===== src/acia_pkg.sv =====
// ACIA shared constants and types

package acia_pkg;

	localparam int CLK_FREQ = 32768;          // system clock in Hz
	localparam int SYM_RATE = 1200;           // serial bit rate
	localparam int SYM_CNT  = CLK_FREQ / SYM_RATE;  // clocks per bit
	localparam int SCW      = $clog2(SYM_CNT);      // rate counter width

	// status byte bit positions
	localparam int ST_RXF = 0;                // receive full
	localparam int ST_TXE = 1;                // transmit empty
	localparam int ST_FE  = 4;                // framing error
	localparam int ST_OVR = 5;                // overrun, shares framing error
	localparam int ST_IRQ = 7;                // interrupt pending

	typedef enum logic {
		REG_CTRL_STAT = 1'b0,                 // control on write, status on read
		REG_DATA      = 1'b1                  // tx data on write, rx data on read
	} reg_sel_t;

	typedef enum logic [1:0] {
		RX_IDLE, RX_START, RX_DATA, RX_STOP
	} rx_state_t;

	typedef enum logic [1:0] {
		TX_IDLE, TX_START, TX_DATA, TX_STOP
	} tx_state_t;

	typedef enum logic [2:0] {
		EC_POLL, EC_WAIT_STAT, EC_READ, EC_WAIT_DATA, EC_WRITE
	} echo_state_t;

endpackage


===== src/acia_rx.sv =====
// ACIA serial receiver

module acia_rx (
	input  logic       clk,
	input  logic       rst,
	input  logic       rx_serial,
	output logic [7:0] rx_dat,
	output logic       rx_stb,
	output logic       rx_err
);
	import acia_pkg::*;

	logic [1:0]     sync;                     // two flop synchroniser
	logic           line;                     // synchronised line
	logic           line_d;                   // for start edge detect
	logic [SCW-1:0] cnt;                      // rate counter
	logic [2:0]     bit_cnt;                  // data bit index
	logic [7:0]     shreg;                    // incoming data, lsb first
	logic           tick;
	rx_state_t      state;

	assign line = sync[1];
	assign tick = (cnt == '0);                // mid-bit sample point

	always_ff @(posedge clk)
	begin
		if (rst)
		begin
			sync    <= 2'b11;                 // line idles high
			line_d  <= 1'b1;
			state   <= RX_IDLE;
			cnt     <= '0;
			bit_cnt <= '0;
			rx_stb  <= 1'b0;
			rx_err  <= 1'b0;
		end
		else
		begin
			sync   <= {sync[0], rx_serial};
			line_d <= line;
			rx_stb <= 1'b0;                   // single cycle strobe
			case (state)
				RX_IDLE:
					if (line_d & ~line)       // falling start edge
					begin
						state <= RX_START;
						cnt   <= SCW'(SYM_CNT / 2 - 1);  // half a bit
					end
				RX_START:
					if (!tick)
						cnt <= cnt - 1'b1;
					else if (!line)           // start bit still low, genuine
					begin
						state   <= RX_DATA;
						cnt     <= SCW'(SYM_CNT - 1);
						bit_cnt <= '0;
					end
					else
						state <= RX_IDLE;     // glitch, ignore
				RX_DATA:
					if (!tick)
						cnt <= cnt - 1'b1;
					else
					begin
						cnt     <= SCW'(SYM_CNT - 1);
						bit_cnt <= bit_cnt + 1'b1;
						if (bit_cnt == 3'd7)
							state <= RX_STOP;
					end
				RX_STOP:
					if (!tick)
						cnt <= cnt - 1'b1;
					else
					begin
						rx_stb <= 1'b1;
						rx_err <= ~line;      // low stop bit is a framing error
						state  <= RX_IDLE;
					end
				default:
					state <= RX_IDLE;
			endcase
		end
	end

	// data path
	always_ff @(posedge clk)
	begin
		if (state == RX_DATA && tick)
			shreg <= {line, shreg[7:1]};      // shift in lsb first
		if (state == RX_STOP && tick)
			rx_dat <= shreg;                  // hold byte for the cpu side
	end

endmodule


===== src/acia_tx.sv =====
// ACIA serial transmitter, 8N1

module acia_tx (
	input  logic       clk,
	input  logic       rst,
	input  logic       tx_start,
	input  logic [7:0] tx_dat,
	output logic       tx_serial,
	output logic       tx_busy
);
	import acia_pkg::*;

	logic [9:0]     frame;                    // stop, data, start
	logic [SCW-1:0] cnt;                      // rate counter
	logic [2:0]     bit_cnt;                  // data bit index
	logic           tick;
	tx_state_t      state;

	assign tick      = (cnt == '0);           // end of current bit
	assign tx_serial = frame[0];              // registered, no glitches
	assign tx_busy   = (state != TX_IDLE);

	always_ff @(posedge clk)
	begin
		if (rst)
		begin
			frame   <= '1;                    // line held at mark
			state   <= TX_IDLE;
			cnt     <= '0;
			bit_cnt <= '0;
		end
		else
		begin
			case (state)
				TX_IDLE:
					if (tx_start)             // writes while busy are dropped
					begin
						frame <= {1'b1, tx_dat, 1'b0};
						cnt   <= SCW'(SYM_CNT - 1);
						state <= TX_START;
					end
				TX_START:
					if (!tick)
						cnt <= cnt - 1'b1;
					else
					begin
						frame   <= {1'b1, frame[9:1]};  // first data bit
						cnt     <= SCW'(SYM_CNT - 1);
						bit_cnt <= '0;
						state   <= TX_DATA;
					end
				TX_DATA:
					if (!tick)
						cnt <= cnt - 1'b1;
					else
					begin
						frame   <= {1'b1, frame[9:1]};
						cnt     <= SCW'(SYM_CNT - 1);
						bit_cnt <= bit_cnt + 1'b1;
						if (bit_cnt == 3'd7)
							state <= TX_STOP;  // stop bit now on the line
					end
				TX_STOP:
					if (!tick)
						cnt <= cnt - 1'b1;
					else
						state <= TX_IDLE;
				default:
					state <= TX_IDLE;
			endcase
		end
	end

endmodule


===== src/acia.sv =====
// MC6850 style ACIA core

module acia (
	input  logic               clk,
	input  logic               rst,
	input  logic               cs,
	input  logic               we,
	input  acia_pkg::reg_sel_t rs,
	input  logic               rx,
	input  logic [7:0]         din,
	output logic [7:0]         dout,
	output logic               tx,
	output logic               irq
);
	import acia_pkg::*;

	logic [1:0] cdiv_sel;                     // counter divide, 11 is master reset
	logic [1:0] tx_ctrl;                      // 01 enables tx interrupt
	logic       rx_ie;                        // rx interrupt enable
	logic       acia_rst;
	logic       wr_ctrl;
	logic       wr_data;
	logic       rd_data;
	logic [7:0] rx_dat;
	logic       rx_stb;
	logic       rx_err;
	logic       tx_busy;
	logic       tx_busy_d;
	logic       txe;
	logic       rxf;
	logic [7:0] status;

	assign wr_ctrl = cs & we & (rs == REG_CTRL_STAT);
	assign wr_data = cs & we & (rs == REG_DATA);  // also starts the transmitter
	assign rd_data = cs & ~we & (rs == REG_DATA);

	// control register; word select bits 4:2 are accepted and ignored
	always_ff @(posedge clk)
	begin
		if (rst)
		begin
			cdiv_sel <= 2'b00;
			tx_ctrl  <= 2'b00;
			rx_ie    <= 1'b0;
		end
		else if (wr_ctrl)
		begin
			cdiv_sel <= din[1:0];
			tx_ctrl  <= din[6:5];
			rx_ie    <= din[7];
		end
	end

	assign acia_rst = rst | (cdiv_sel == 2'b11);  // soft reset held until field changes

	// txe drops on a data write, returns once the frame is done
	always_ff @(posedge clk)
	begin
		if (acia_rst)
		begin
			txe       <= 1'b1;
			tx_busy_d <= 1'b0;
		end
		else
		begin
			tx_busy_d <= tx_busy;
			if (wr_data)
				txe <= 1'b0;
			else if (tx_busy_d & ~tx_busy)
				txe <= 1'b1;
		end
	end

	// rxf set by the receiver strobe, cleared by a data read
	always_ff @(posedge clk)
	begin
		if (acia_rst)
			rxf <= 1'b0;
		else if (rx_stb)
			rxf <= 1'b1;
		else if (rd_data)
			rxf <= 1'b0;
	end

	// status byte, cts and dcd report active low as always asserted
	always_comb
	begin
		status         = 8'h00;
		status[ST_RXF] = rxf;
		status[ST_TXE] = txe;
		status[ST_FE]  = rx_err;
		status[ST_OVR] = rx_err;              // overrun folded into framing
		status[ST_IRQ] = irq;
	end

	always_ff @(posedge clk)
	begin
		if (cs & ~we)
			dout <= (rs == REG_DATA) ? rx_dat : status;
	end

	assign irq = (rxf & rx_ie) | ((tx_ctrl == 2'b01) & txe);

	acia_rx u_rx (
		.clk       (clk),
		.rst       (acia_rst),
		.rx_serial (rx),
		.rx_dat    (rx_dat),
		.rx_stb    (rx_stb),
		.rx_err    (rx_err)
	);

	acia_tx u_tx (
		.clk       (clk),
		.rst       (acia_rst),
		.tx_start  (wr_data),
		.tx_dat    (din),
		.tx_serial (tx),
		.tx_busy   (tx_busy)
	);

endmodule


===== src/bus_arbiter.sv =====
// Host / echo engine bus arbiter

module bus_arbiter (
	input  logic               clk,
	input  logic               rst,
	input  logic               host_cs,
	input  logic               host_we,
	input  acia_pkg::reg_sel_t host_rs,
	input  logic [7:0]         host_din,
	input  logic               eng_req,
	input  logic               eng_we,
	input  acia_pkg::reg_sel_t eng_rs,
	input  logic [7:0]         eng_din,
	output logic               eng_gnt,
	output logic               cs,
	output logic               we,
	output acia_pkg::reg_sel_t rs,
	output logic [7:0]         din,
	input  logic [7:0]         dout_in,
	output logic [7:0]         host_dout,
	output logic               host_rd_valid,
	output logic               eng_rd_valid
);
	import acia_pkg::*;

	logic rd_p1;                              // read issued to the ACIA this cycle
	logic own_p1;                             // owner of that read, 1 is the engine

	assign eng_gnt   = eng_req & ~host_cs;    // host always wins
	assign host_dout = dout_in;

	always_ff @(posedge clk)
	begin
		if (rst)
		begin
			cs            <= 1'b0;
			rd_p1         <= 1'b0;
			host_rd_valid <= 1'b0;
			eng_rd_valid  <= 1'b0;
		end
		else
		begin
			cs            <= host_cs | eng_req;
			rd_p1         <= host_cs ? ~host_we : (eng_req & ~eng_we);
			host_rd_valid <= rd_p1 & ~own_p1;  // lines up with registered dout
			eng_rd_valid  <= rd_p1 & own_p1;
		end
	end

	// winning access, qualified by cs
	always_ff @(posedge clk)
	begin
		we     <= host_cs ? host_we  : eng_we;
		rs     <= host_cs ? host_rs  : eng_rs;
		din    <= host_cs ? host_din : eng_din;
		own_p1 <= ~host_cs;
	end

endmodule


===== src/echo_engine.sv =====
// Serial echo engine

module echo_engine (
	input  logic               clk,
	input  logic               rst,
	input  logic               echo_en,
	input  logic               eng_gnt,
	input  logic               eng_rd_valid,
	input  logic [7:0]         rd_data,
	output logic               eng_req,
	output logic               eng_we,
	output acia_pkg::reg_sel_t eng_rs,
	output logic [7:0]         eng_din
);
	import acia_pkg::*;

	echo_state_t state;
	logic [7:0]  byte_q;                      // byte being echoed

	// request held in the issuing states until granted
	assign eng_req = ((state == EC_POLL) & echo_en) | (state == EC_READ) | (state == EC_WRITE);
	assign eng_we  = (state == EC_WRITE);
	assign eng_rs  = (state == EC_POLL) ? REG_CTRL_STAT : REG_DATA;
	assign eng_din = byte_q;

	always_ff @(posedge clk)
	begin
		if (rst)
			state <= EC_POLL;
		else
		begin
			case (state)
				EC_POLL:
					if (eng_gnt)
						state <= EC_WAIT_STAT;
				EC_WAIT_STAT:
					if (eng_rd_valid)
						// need a byte in and room to send it
						state <= (rd_data[ST_RXF] & rd_data[ST_TXE]) ? EC_READ : EC_POLL;
				EC_READ:
					if (eng_gnt)
						state <= EC_WAIT_DATA;
				EC_WAIT_DATA:
					if (eng_rd_valid)
						state <= EC_WRITE;
				EC_WRITE:
					if (eng_gnt)
						state <= EC_POLL;
				default:
					state <= EC_POLL;
			endcase
		end
	end

	always_ff @(posedge clk)
	begin
		if (state == EC_WAIT_DATA && eng_rd_valid)
			byte_q <= rd_data;
	end

endmodule


===== src/acia_subsys.sv =====
// Serial port subsystem top

module acia_subsys (
	input  logic               clk,
	input  logic               rst,
	input  logic               echo_en,
	input  logic               host_cs,
	input  logic               host_we,
	input  acia_pkg::reg_sel_t host_rs,
	input  logic [7:0]         host_din,
	output logic [7:0]         host_dout,
	output logic               host_rd_valid,
	input  logic               rx,
	output logic               tx,
	output logic               irq
);
	import acia_pkg::*;

	logic       cs;                           // ACIA bus
	logic       we;
	reg_sel_t   rs;
	logic [7:0] din;
	logic [7:0] rd_data;                      // registered ACIA read data
	logic       eng_req;                      // echo engine bus
	logic       eng_we;
	reg_sel_t   eng_rs;
	logic [7:0] eng_din;
	logic       eng_gnt;
	logic       eng_rd_valid;

	bus_arbiter u_arb (
		.clk           (clk),
		.rst           (rst),
		.host_cs       (host_cs),
		.host_we       (host_we),
		.host_rs       (host_rs),
		.host_din      (host_din),
		.eng_req       (eng_req),
		.eng_we        (eng_we),
		.eng_rs        (eng_rs),
		.eng_din       (eng_din),
		.eng_gnt       (eng_gnt),
		.cs            (cs),
		.we            (we),
		.rs            (rs),
		.din           (din),
		.dout_in       (rd_data),
		.host_dout     (host_dout),
		.host_rd_valid (host_rd_valid),
		.eng_rd_valid  (eng_rd_valid)
	);

	echo_engine u_echo (
		.clk          (clk),
		.rst          (rst),
		.echo_en      (echo_en),
		.eng_gnt      (eng_gnt),
		.eng_rd_valid (eng_rd_valid),
		.rd_data      (rd_data),
		.eng_req      (eng_req),
		.eng_we       (eng_we),
		.eng_rs       (eng_rs),
		.eng_din      (eng_din)
	);

	acia u_acia (
		.clk  (clk),
		.rst  (rst),
		.cs   (cs),
		.we   (we),
		.rs   (rs),
		.rx   (rx),
		.din  (din),
		.dout (rd_data),
		.tx   (tx),
		.irq  (irq)
	);

endmodule


===== config.mk =====
export PLATFORM = sky130hd
export DESIGN_NAME = acia_subsys
export DESIGN_NICKNAME = d
export VERILOG_FILES = /design/src/acia_pkg.sv /design/src/acia_rx.sv /design/src/acia_tx.sv /design/src/acia.sv /design/src/bus_arbiter.sv /design/src/echo_engine.sv /design/src/acia_subsys.sv
export SDC_FILE = /design/constraint.sdc
export NUM_CORES = 1
export LEC_CHECK = 0
export BUFFER_PORTS_ARGS = -buffer_cell sky130_fd_sc_hd__buf_4
export CAP_MARGIN = 20
export CORE_UTILIZATION = 35
export DETAILED_ROUTE_END_ITERATION = 10
export PLACE_DENSITY = 0.52
export SLEW_MARGIN = 20
export SYNTH_ARGS = -nofsm -noshare
export SYNTH_HDL_FRONTEND = slang
export SYNTH_SLANG_ARGS = --single-unit

===== constraint.sdc =====
create_clock -name clk -period 4 [get_ports clk]
set_clock_uncertainty 0.15 [all_clocks]
set_input_delay 0.8 -clock clk [delete_from_list [all_inputs] [get_ports clk]]
set_output_delay 0.8 -clock clk [all_outputs]
set_load 0.02 [all_outputs]

==> results of run 1 <==
==> worst paths after layout <==
| kind | start | end | slack, ps | cells after the start |
|---|---|---|---|---|
| max reg2reg | u_acia.u_rx.cnt[0] | u_acia.u_rx.bit_cnt[1] | 1650 | 6 |
| min | u_arb.own_p1 | u_arb.host_rd_valid | 270 | 1 |
| min reg2reg | u_arb.own_p1 | u_arb.host_rd_valid | 270 | 1 |
| max | u_acia.u_rx.cnt[0] | u_acia.u_rx.bit_cnt[1] | 1650 | 6 |
==> logic make-up (layout without fill, tap and decap cells) <==
kind of cell	Yosys count	in the layout
adders and majority gates	16	16
DFF	92	92
AOI/OAI and AO/OA	70	70
xor gates and xnor gates	2	2
buffers and inverters	33	61
muxes	29	29
and+or+nand+nor	110	110
==> critical path, stage by stage, from the launching register on <==
cell     delay, ps
dfxtp_1        340
inv_1           60
ha_1           220
nor4b_2        690
o21ai_0        440
mux2i_1        260
nor2_1          60
==> per-layer routing <==
metal / wire length [um] / vias up / global-route usage
met3: 234 / 7 / 0.0387
met4: 110 / 0 / 0.0499
met5: 0 / - / 0
met1: 3390 / 1224 / 0.170
met2: 3350 / 36 / 0.218
li1: - / 1312 / -
==> stage by stage <==
stage | hold slack [ps] | cells | total power [mW] | setup slack (ps)
after floorplan | 236 | 352 | 1.65 | 1790
after global placement | 247 | 504 | 1.74 | 1720
after detailed placement | 249 | 504 | 1.75 | 1680
after CTS | 273 | 520 | 2.35 | 1630
after global routing | 285 | 520 | 2.47 | 1420
final | 273 | 520 | 2.32 | 1650
==> flip-flops by register name (all words and copies together) (netlist names), 2 cells and up, named ones only <==
name and count:
u_acia.cdiv_sel 2, u_echo.eng_din 8, u_acia.u_tx.cnt 5, u_acia.u_tx.frame 9
u_acia.u_rx.shreg 8, u_acia.u_tx.bit_cnt 3, u_acia.u_rx.bit_cnt 3, u_acia.u_rx.cnt 5
u_acia.u_tx.state 2, u_acia.tx_ctrl 2, u_echo.state 3, u_arb.din 8
u_acia.u_rx.sync 2, u_acia.u_rx.rx_dat 8, u_acia.dout 8
==> synth_stat cells, drive strengths merged (2+ instances only) <==
master         instances
nor3                  20
nor2b                  4
or4                    2
nor2                  28
a32oi                  3
a21oi                 25
mux2i                 18
nand3                  3
a31oi                 10
and2                   9
inv                   18
clkbuf                 8
nand2                 24
ha                    16
nand3b                 2
o31ai                  2
edfxtp                32
a2bb2oi                2
nor3b                  3
buf                    4
mux2                  11
a221oi                 3
o21ai                 13
clkdlybuf4s50          2
dfxtp                 60
or4b                   2
a21o                   3
nand2b                 6
nor4b                  3
==> final cells by class <==
| type | count | share of cell area |
|---|---|---|
| tap | 140 | 0.0402 |
| timing repair buffer | 27 | 0.0466 |
| inverter | 18 | 0.0155 |
| multi-input combinational | 227 | 0.357 |
| sequential | 92 | 0.497 |
| clock buffer | 9 | 0.0285 |
| clock inverter | 7 | 0.0152 |
==> power breakdown <==
part           internal [mW]  switching, mW
Combinational          0.258          0.361
Clock                  0.242          0.354
Sequential              1.04         0.0642
==> metrics.md, run 1 <==
| Metric | Value |
|---|---|
| Synth-to-Final Area Change | 12.2% |
| Peak supply drop | 0.273 mV |
| Placed inst area | 0.00416 mm^2 |
| Routed Antenna Nets | 0 |
| Fill cells | 1060 |
| Post-synthesis mux area share | 0.0784 |
| # IOs | 26 |
| DIE HEIGHT | 107 um |
| Gr ovfl total | 0 |
| Most frequent cells in the layout | dfxtp_1, edfxtp_1, nor2_1 |
| Die Footprint | 0.0115 mm^2 |
| DR pass1 iterations | 4 |
| Drt via density | 4.96 |
| Post-layout util | 0.402 |
| CP Max Fanout | 10 |
| Fraction of layout cells with a size suffix above 1 | 0.166 |
| Slew HR | 0.459 |
| Syn_nets | 383 |
| Compound-cell area share of the yosys netlist | 0.118 |
| Worst-Margin Slew | 810 ps |
| Reg area | 0.00216 mm^2 |
| Antenna violations before repair | 0 |
| Post-CTS Setup Inserts | 0 |
| Initial Util | 0.358 |
| Final setup fails | 0 |
| # diodes | 0 |
| EDFF count, synth | 32 |
| Status | complete, no violations |
| Xor-xnor portion of the synthesized cell area | 0.00451 |
| Commonest non-fill, non-tap cell in the layout | dfxtp_1 |
| H-tree levels | 3 |
| Final min period | 2350 ps |
| Main flop type after synthesis | dfxtp_1 |
| Fin Setup TNS | 0 ps |
| RSZ-0062 raised after global routing | no |
| # hold bufs at CTS | 0 |
| Adder-cell share of the synthesized area | 0.0516 |
| Drc violations | 0 |
| Vias in the first global route | 2429 |
| Max_cap viols | 0 |
| Largest family of logic cells by synthesized area | simple AND/OR/NAND/NOR gates |
| Global-route wire length before repair | 11900 um |
| Row count | 38 |
| DRT Wirelength | 7090 um |
| Drt initial violations | 72 |
| Post-synth cell types | 54 |
| Flops & latches, synth | 92 |
| TritonCTS clock tree | built |
| Worst min path class | reg2reg |
| Ys async rst share | 0 |
| Highest Clock Rate | 426 MHz |
| Yosys warnings | 0 |
| Cell Pwr Density | 534 mW/mm^2 |
| Critical path class | reg2reg |
| DP HPWL | 4910 um |
| Worst setup SP type | flip-flop |
| Fin area | 0.00435 mm^2 |
| Area leader, netlist | dfxtp_1 |
| CTS resizes | 0 |
| Yosys top cell area share | 0.310 |
| Synth top area cells | dfxtp_1, edfxtp_1, ha_1 |
| Die Wd | 107 um |
| Core area | 0.0108 mm^2 |
| WP data arrival | 2430 ps |
| Post-Syn Area | 0.00388 mm^2 |
| Clk_lat worst skew | 370 ps |
| Cell count after synthesis | 352 |
| WL/cell | 13.6 um |
| CP Capture Type | flip-flop |
| Number of clock sinks | 92 |
| Synth Area per Inst | 11.0 um^2 |
| Port Buffer Count | 25 |
| Nets | 406 |
| Vias post-DR | 2579 |
| Num CTS Buffers | 9 |
| Routability Congestion | 0.848 |
| Clk slew on worst S/H paths | 100 ps |
| Final Hold Viols | 0 |
| CTS Buffer Depth | 2 |
| Slew Viols, Final | 0 |
| Crit path required time | 4080 ps |
| GRT Total Usage | 0.135 |
| Post-Synth Simple-Gate Area | 0.149 |
| Post-synthesis sequential area ratio | 0.557 |
| LEAKAGE | 1.67 nW |
| Crit share post-route | 0.587 |
| Clock Root Buffer | clkbuf_8 |
| Multi-input logic area | 0.00156 mm^2 |
| Pin count of the biggest net entering global routing | 32 |
Note: power is estimated with default switching activity, not from simulation.
==> inputs of run 2 (changes only) <==
Settings changed: ABC_AREA set to 1.
Clock period 4 ns to 2.3 ns, I/O delays scaled along.
==> run 2 against run 1 <==
  * Count of clock-buffer cells in the layout stayed put
  * Via count rose by 13%
  * Critical path depth decreased by 3
  * Largest cell class unchanged
  * Highest routed layer unchanged
==> metrics.md, run 2 <==
| Metric | Value |
|---|---|
| Worst setup SP type | flip-flop |
| Number of flip-flops in the largest register | 9 |
| Highest Clock Rate | 519 MHz |
| Met3 Track Usage GR | 0.0448 |
| Cell count after synthesis | 450 |
| Synth Area per Inst | 8.92 um^2 |
| Slew Viols, Final | 0 |
| Row count | 38 |
| EDFF count, synth | 32 |
| Fin Setup TNS | 0 ps |
| Count leader, synth | nand2_1 |
| Global-route wire length before repair | 13300 um |
| Main flop type after synthesis | dfxtp_1 |
| WL/cell | 12.3 um |
| LEAKAGE | 2.05 nW |
| DIE HEIGHT | 109 um |
| Critical path class | reg2out |
| Crit. path cell count | 3 |
| Post-Syn Area | 0.00401 mm^2 |
| Die Wd | 109 um |
| Area leader, netlist | dfxtp_1 |
| Num CTS Buffers | 9 |
| Post-synthesis sequential area ratio | 0.539 |
| CP Max Fanout | 3 |
| DP Worst Slack | 449 ps |
| Hold Path Stages | 2 |
| GRT Total Usage | 0.147 |
| Biggest register | u_acia.u_tx.frame |
| CTS resizes | 0 |
| Commonest non-fill, non-tap cell in the layout | nand2_1 |
| Most frequent cells in the layout | nand2_1, dfxtp_1, inv_1 |
| TritonCTS clock tree | built |
| Pin count of the biggest net entering global routing | 25 |
| Yosys top cell area share | 0.299 |
| Synth top area cells | dfxtp_1, edfxtp_1, nand2_1 |
| Setup ws final | 372 ps |
| Post-synth cell types | 36 |
| Number of clock sinks | 92 |
| CP peak stage delay | 350 ps |
| Initial Util | 0.365 |
| Gr ovfl total | 0 |
| Drc violations | 0 |
| Clock Root Buffer | clkbuf_16 |
| Final min period | 1930 ps |
| Antenna violations before repair | 0 |
| DP HPWL | 5370 um |
| FF-to-FF path depth | 8 |
| CP Capture Type | output port |
| Port Buffer Count | 25 |
| Nets | 513 |
| Cell Pwr Density | 1160 mW/mm^2 |
| Routed Antenna Nets | 0 |
| Crit share post-route | 0.838 |
| Final Power | 5.43 mW |
| Vias post-DR | 2917 |
| Post-CTS Setup Inserts | 0 |
| WP data arrival | 1320 ps |
| Clk_lat worst skew | 340 ps |
| Syn_nets | 481 |
| Die Footprint | 0.0119 mm^2 |
| Fill cells | 1091 |
| Worst min path class | in2reg |
| Met1 usage in global routing | 0.183 |
| Sum of buffers and inverters on the critical path | 1 |
| Final setup fails | 0 |
| Max_cap viols | 0 |
| Yosys warnings | 0 |
| # hold bufs at CTS | 0 |
| Post-synth top cells | nand2_1, dfxtp_1, inv_1 |
| CP cell instances | nand2_1, o21ai_0, buf_4 |
| GRT busiest layer | met2 |
| Peak supply drop | 0.709 mV |
| Status | complete, no violations |
| # diodes | 0 |
| # IOs | 26 |
| Flops & latches, synth | 92 |
| Met2 usage | 0.240 |
| Final Hold Viols | 0 |
| Ys async rst share | 0 |
| Slew HR | 0.623 |
| DRT Wirelength | 7690 um |
| Core area | 0.0110 mm^2 |
| Drt initial violations | 150 |
| CP max-delay cell | dfxtp_1 |
| Crit path max-delay family | flip-flops |
| RSZ-0062 raised after global routing | no |
| DR pass1 iterations | 4 |
| Fraction of layout cells with a size suffix above 1 | 0.179 |
| Crit path required time | 1690 ps |
| Synth-to-Final Area Change | 16.2% |
| Drt via density | 4.65 |
| CTS Buffer Depth | 2 |
| Worst-Margin Slew | 565 ps |
| Routability Congestion | 0.797 |
| Clk slew on worst S/H paths | 70 ps |
| H-tree levels | 3 |
| Vias in the first global route | 2893 |
[run 2: cell types whose count changed after synthesis, moves of 11 or more]
cell     change
nand2_1    +104
nor3_1      -17
inv_1       +26
mux2i_1     -18
mux2_2      -11
nand3_1     +31
[run 2: layout make-up]
cell class | count | area, um^2 | area share
flip-flops and latches | 92 | 2160 | 0.464
multi-input cells | 300 | 1620 | 0.347
clock buffers | 9 | 225 | 0.0483
repair buffers | 29 | 218 | 0.0467
inverters | 50 | 190 | 0.0408
well taps | 140 | 175 | 0.0376
clock inverters | 7 | 73.8 | 0.0158
[run 2: cell families after synthesis]
kind of cell             after synthesis  synth area share
XOR/XNOR                               2           0.00437
buffers and inverters                 58            0.0583
adder cells (fa/ha/maj)               16            0.0499
flip-flops                            92             0.539
AND/OR/NAND/NOR                      233             0.271
AO/OA/AOI/OAI                         49            0.0776
[run 2: final timing paths]
check                                          start                    to  slack, ps
worst max-delay path                      u_acia.txe                   irq        370
worst min-delay path                              rx   u_acia.u_rx.sync[0]        150
worst max register to register  u_acia.u_tx.state[0]  u_acia.u_tx.frame[8]        440
worst min register to register   u_acia.u_rx.sync[0]   u_acia.u_rx.sync[1]        260
[run 2: power by group]
group	total [mW]	leakage (nW)	switching, mW	internal, mW
registers	2.07	0.786	0.163	1.91
logic	1.86	1.12	1.21	0.653
clock network	1.49	0.139	0.644	0.848
[run 2: metrics by stage]
| stage | hold slack, ps | cells | util | area [um^2] |
|---|---|---|---|---|
| floorplan | 240 | 450 | - | 4010 |
| global placement | 248 | 611 | 0.397 | 4360 |
| detailed placement | 253 | 611 | 0.397 | 4360 |
| CTS | 135 | 627 | 0.424 | 4660 |
| global route | 141 | 627 | 0.424 | 4660 |
| finish | 146 | 627 | 0.424 | 4660 |
[run 2: per-layer routing]
metal,vias to the layer above,wire length [um]
met1,1336,3830
met4,0,121
met3,11,320
met2,49,3420
met5,-,0
li1,1521,-
[run 2: worst reg2reg max path, cell delays in order (launching register included)]
cell	delay, ps
dfxtp_1	360
inv_1	100
ha_1	310
inv_1	210
nand2_1	190
nand2_4	180
nand2_4	100
nand2_1	70
nand3_1	60
==> inputs of run 3 (changes only) <==
Clock period 2.3 ns to 1.8 ns, I/O delays scaled along.
==> run 3 against run 2 <==
  * Sequential power grew 28%
  * Register-to-register slack worse by 300 ps
  * Routed wire length down 0.17%
  * Design area is 1.3% higher
  * Non-clock buffer count increased by 8
  * Sequential share of layout area decreased by 0.56 points
  * Setup slack worse by 240 ps
  * Utilization grew 0.55 points
  * Largest cell class unchanged
  * Highest routed layer unchanged
==> metrics.md, run 3 (synthesized netlist as in run 2, its figures left out) <==
| Metric | Value |
|---|---|
| Status | complete, no violations |
| Routed Antenna Nets | 0 |
| Worst-Margin Slew | 418 ps |
| GRT busiest layer | met2 |
| Met3 Track Usage GR | 0.0406 |
| Number of flip-flops in the largest register | 9 |
| Met2 usage | 0.229 |
| Crit path max-delay family | buffers and inverters |
| Port Buffer Count | 25 |
| Crit. Startpoint | u_acia.u_rx.cnt[1] |
| CP Capture Type | flip-flop |
| H-tree levels | 3 |
| DIE HEIGHT | 109 um |
| Met1 usage in global routing | 0.191 |
| Reg area | 0.00216 mm^2 |
| CP Max Fanout | 10 |
| Top cell by count, worst path | inv_2 |
| Gr ovfl total | 0 |
| Clock Root Buffer | clkbuf_16 |
| R2r startpoint | u_acia.u_rx.cnt[1] |
| Pin count of the biggest net entering global routing | 19 |
| Fin Setup TNS | 0 ps |
| WL/cell | 12.1 um |
| Worst min path class | in2reg |
| Cell Pwr Density | 1480 mW/mm^2 |
| Finished Layout Cells | 636 |
| Crit path required time | 1680 ps |
| DR pass1 iterations | 4 |
| Crit. path cell count | 6 |
| Slew HR | 0.721 |
| Max_cap viols | 0 |
| Initial Util | 0.365 |
| TritonCTS clock tree | built |
| Row count | 38 |
| Peak supply drop | 0.705 mV |
| Core area | 0.0110 mm^2 |
| RSZ-0062 raised after global routing | no |
| FF-to-FF path depth | 6 |
| Drt initial violations | 95 |
| Fraction of layout cells with a size suffix above 1 | 0.198 |
| Fill cells | 1062 |
| R2r endpoint | u_acia.u_rx.rx_dat[7] |
| Routability Congestion | 0.805 |
| CP peak stage delay | 310 ps |
| Dpl cells | 617 |
| Crit share post-route | 0.925 |
| Biggest register | u_acia.u_tx.frame |
| Clk slew on worst S/H paths | 70 ps |
| Antenna violations before repair | 0 |
| Final min period | 1660 ps |
| Number of clock sinks | 92 |
| DRT Wirelength | 7680 um |
| Final Hold Viols | 0 |
| Die Footprint | 0.0119 mm^2 |
| Num CTS Buffers | 9 |
| WP data arrival | 1550 ps |
| Synth-to-Final Area Change | 17.6% |
| Nets | 522 |
| Worst setup SP type | flip-flop |
| LEAKAGE | 2.09 nW |
| Drt via density | 4.52 |
| Sum of buffers and inverters on the critical path | 3 |
| # diodes | 0 |
| Commonest non-fill, non-tap cell in the layout | nand2_1 |
| Placed inst area | 0.00441 mm^2 |
| Global-route wire length before repair | 13300 um |
| Final setup fails | 0 |
| CP max-delay cell | dfxtp_1 |
| Vias post-DR | 2876 |
| CP endpoint | u_acia.u_rx.rx_dat[7] |
| Critical path class | reg2reg |
| Clk_lat worst skew | 340 ps |
| GRT Total Usage | 0.145 |
| # hold bufs at CTS | 0 |
| Slew Viols, Final | 0 |
| # IOs | 26 |
| Drc violations | 0 |
| Highest Clock Rate | 601 MHz |
| CTS Buffer Depth | 2 |
| Multi-input logic area | 0.00163 mm^2 |
| CP cell instances | inv_1, ha_1, nand3_4, inv_2, nand2_2, inv_2 |
| Die Wd | 109 um |
| Most frequent cells in the layout | nand2_1, dfxtp_1, inv_1 |
| Fin area | 0.00472 mm^2 |
| R2R Setup Slk | 140 ps |
| DP HPWL | 5590 um |
| Vias in the first global route | 2883 |
run 3: cell count changes in the layout (fill, tap and decap cells not counted), sizes merged:
cell,before,now
nand2,138,139
buf,29,37
clkinvlp,3,2
inv,53,55
bufinv,1,0
run 3: repair_timing:
item	4_1_cts	5_1_grt
setup endpoints to repair	0	2
gates resized for setup	0	3
buffers inserted	0	2
run 3: through the flow:
step / hold WS (ps) / utilization / power, mW / setup WS [ps]
2_1_floorplan: 240 / - / 4.60 / 64.8
3_3_place_gp: 252 / 0.401 / 5.11 / 128
3_5_place_dp: 250 / 0.401 / 5.11 / 118
4_1_cts: 41.4 / 0.428 / 6.98 / 50.7
5_1_grt: 47.7 / 0.430 / 7.50 / 1.33
6_report: 53.8 / 0.430 / 6.99 / 135
run 3: cell type report:
cell class | count | area share
inverters | 50 | 0.0403
clock inverters | 7 | 0.0135
well taps | 140 | 0.0371
multi-input cells | 301 | 0.344
clock buffers | 9 | 0.0477
flip-flops and latches | 92 | 0.458
repair buffers | 37 | 0.0588
run 3: layer usage:
layer	up-vias	wire length (um)	part of all wire
li1	1545	-	-
met1	1284	3760	0.49
met2	40	3510	0.46
met3	7	312	0.041
met4	0	100	0.013
met5	-	0	0
run 3: report_power, final:
group	total, mW	switching, mW	internal [mW]
clock network	1.84	0.870	0.971
logic	2.51	1.60	0.905
registers	2.64	0.200	2.44
total	6.99	2.67	4.32
run 3: worst reg2reg max path, stage by stage, from the launching register on:
cell,delay [ps]
dfxtp_1,310
inv_1,90
ha_1,260
nand3_4,180
inv_2,120
nand2_2,60
inv_2,190
run 3: how the worst min path moves through the flow:
stage	cells past startpoint	end	start
after floorplan	1	u_arb.host_rd_valid	u_arb.own_p1
after global placement	1	u_acia.u_rx.sync[1]	u_acia.u_rx.sync[0]
after detailed placement	1	u_arb.host_rd_valid	u_arb.own_p1
after CTS	2	u_acia.u_rx.sync[0]	rx
after global routing	2	u_acia.u_rx.sync[0]	rx
final	2	u_acia.u_rx.sync[0]	rx
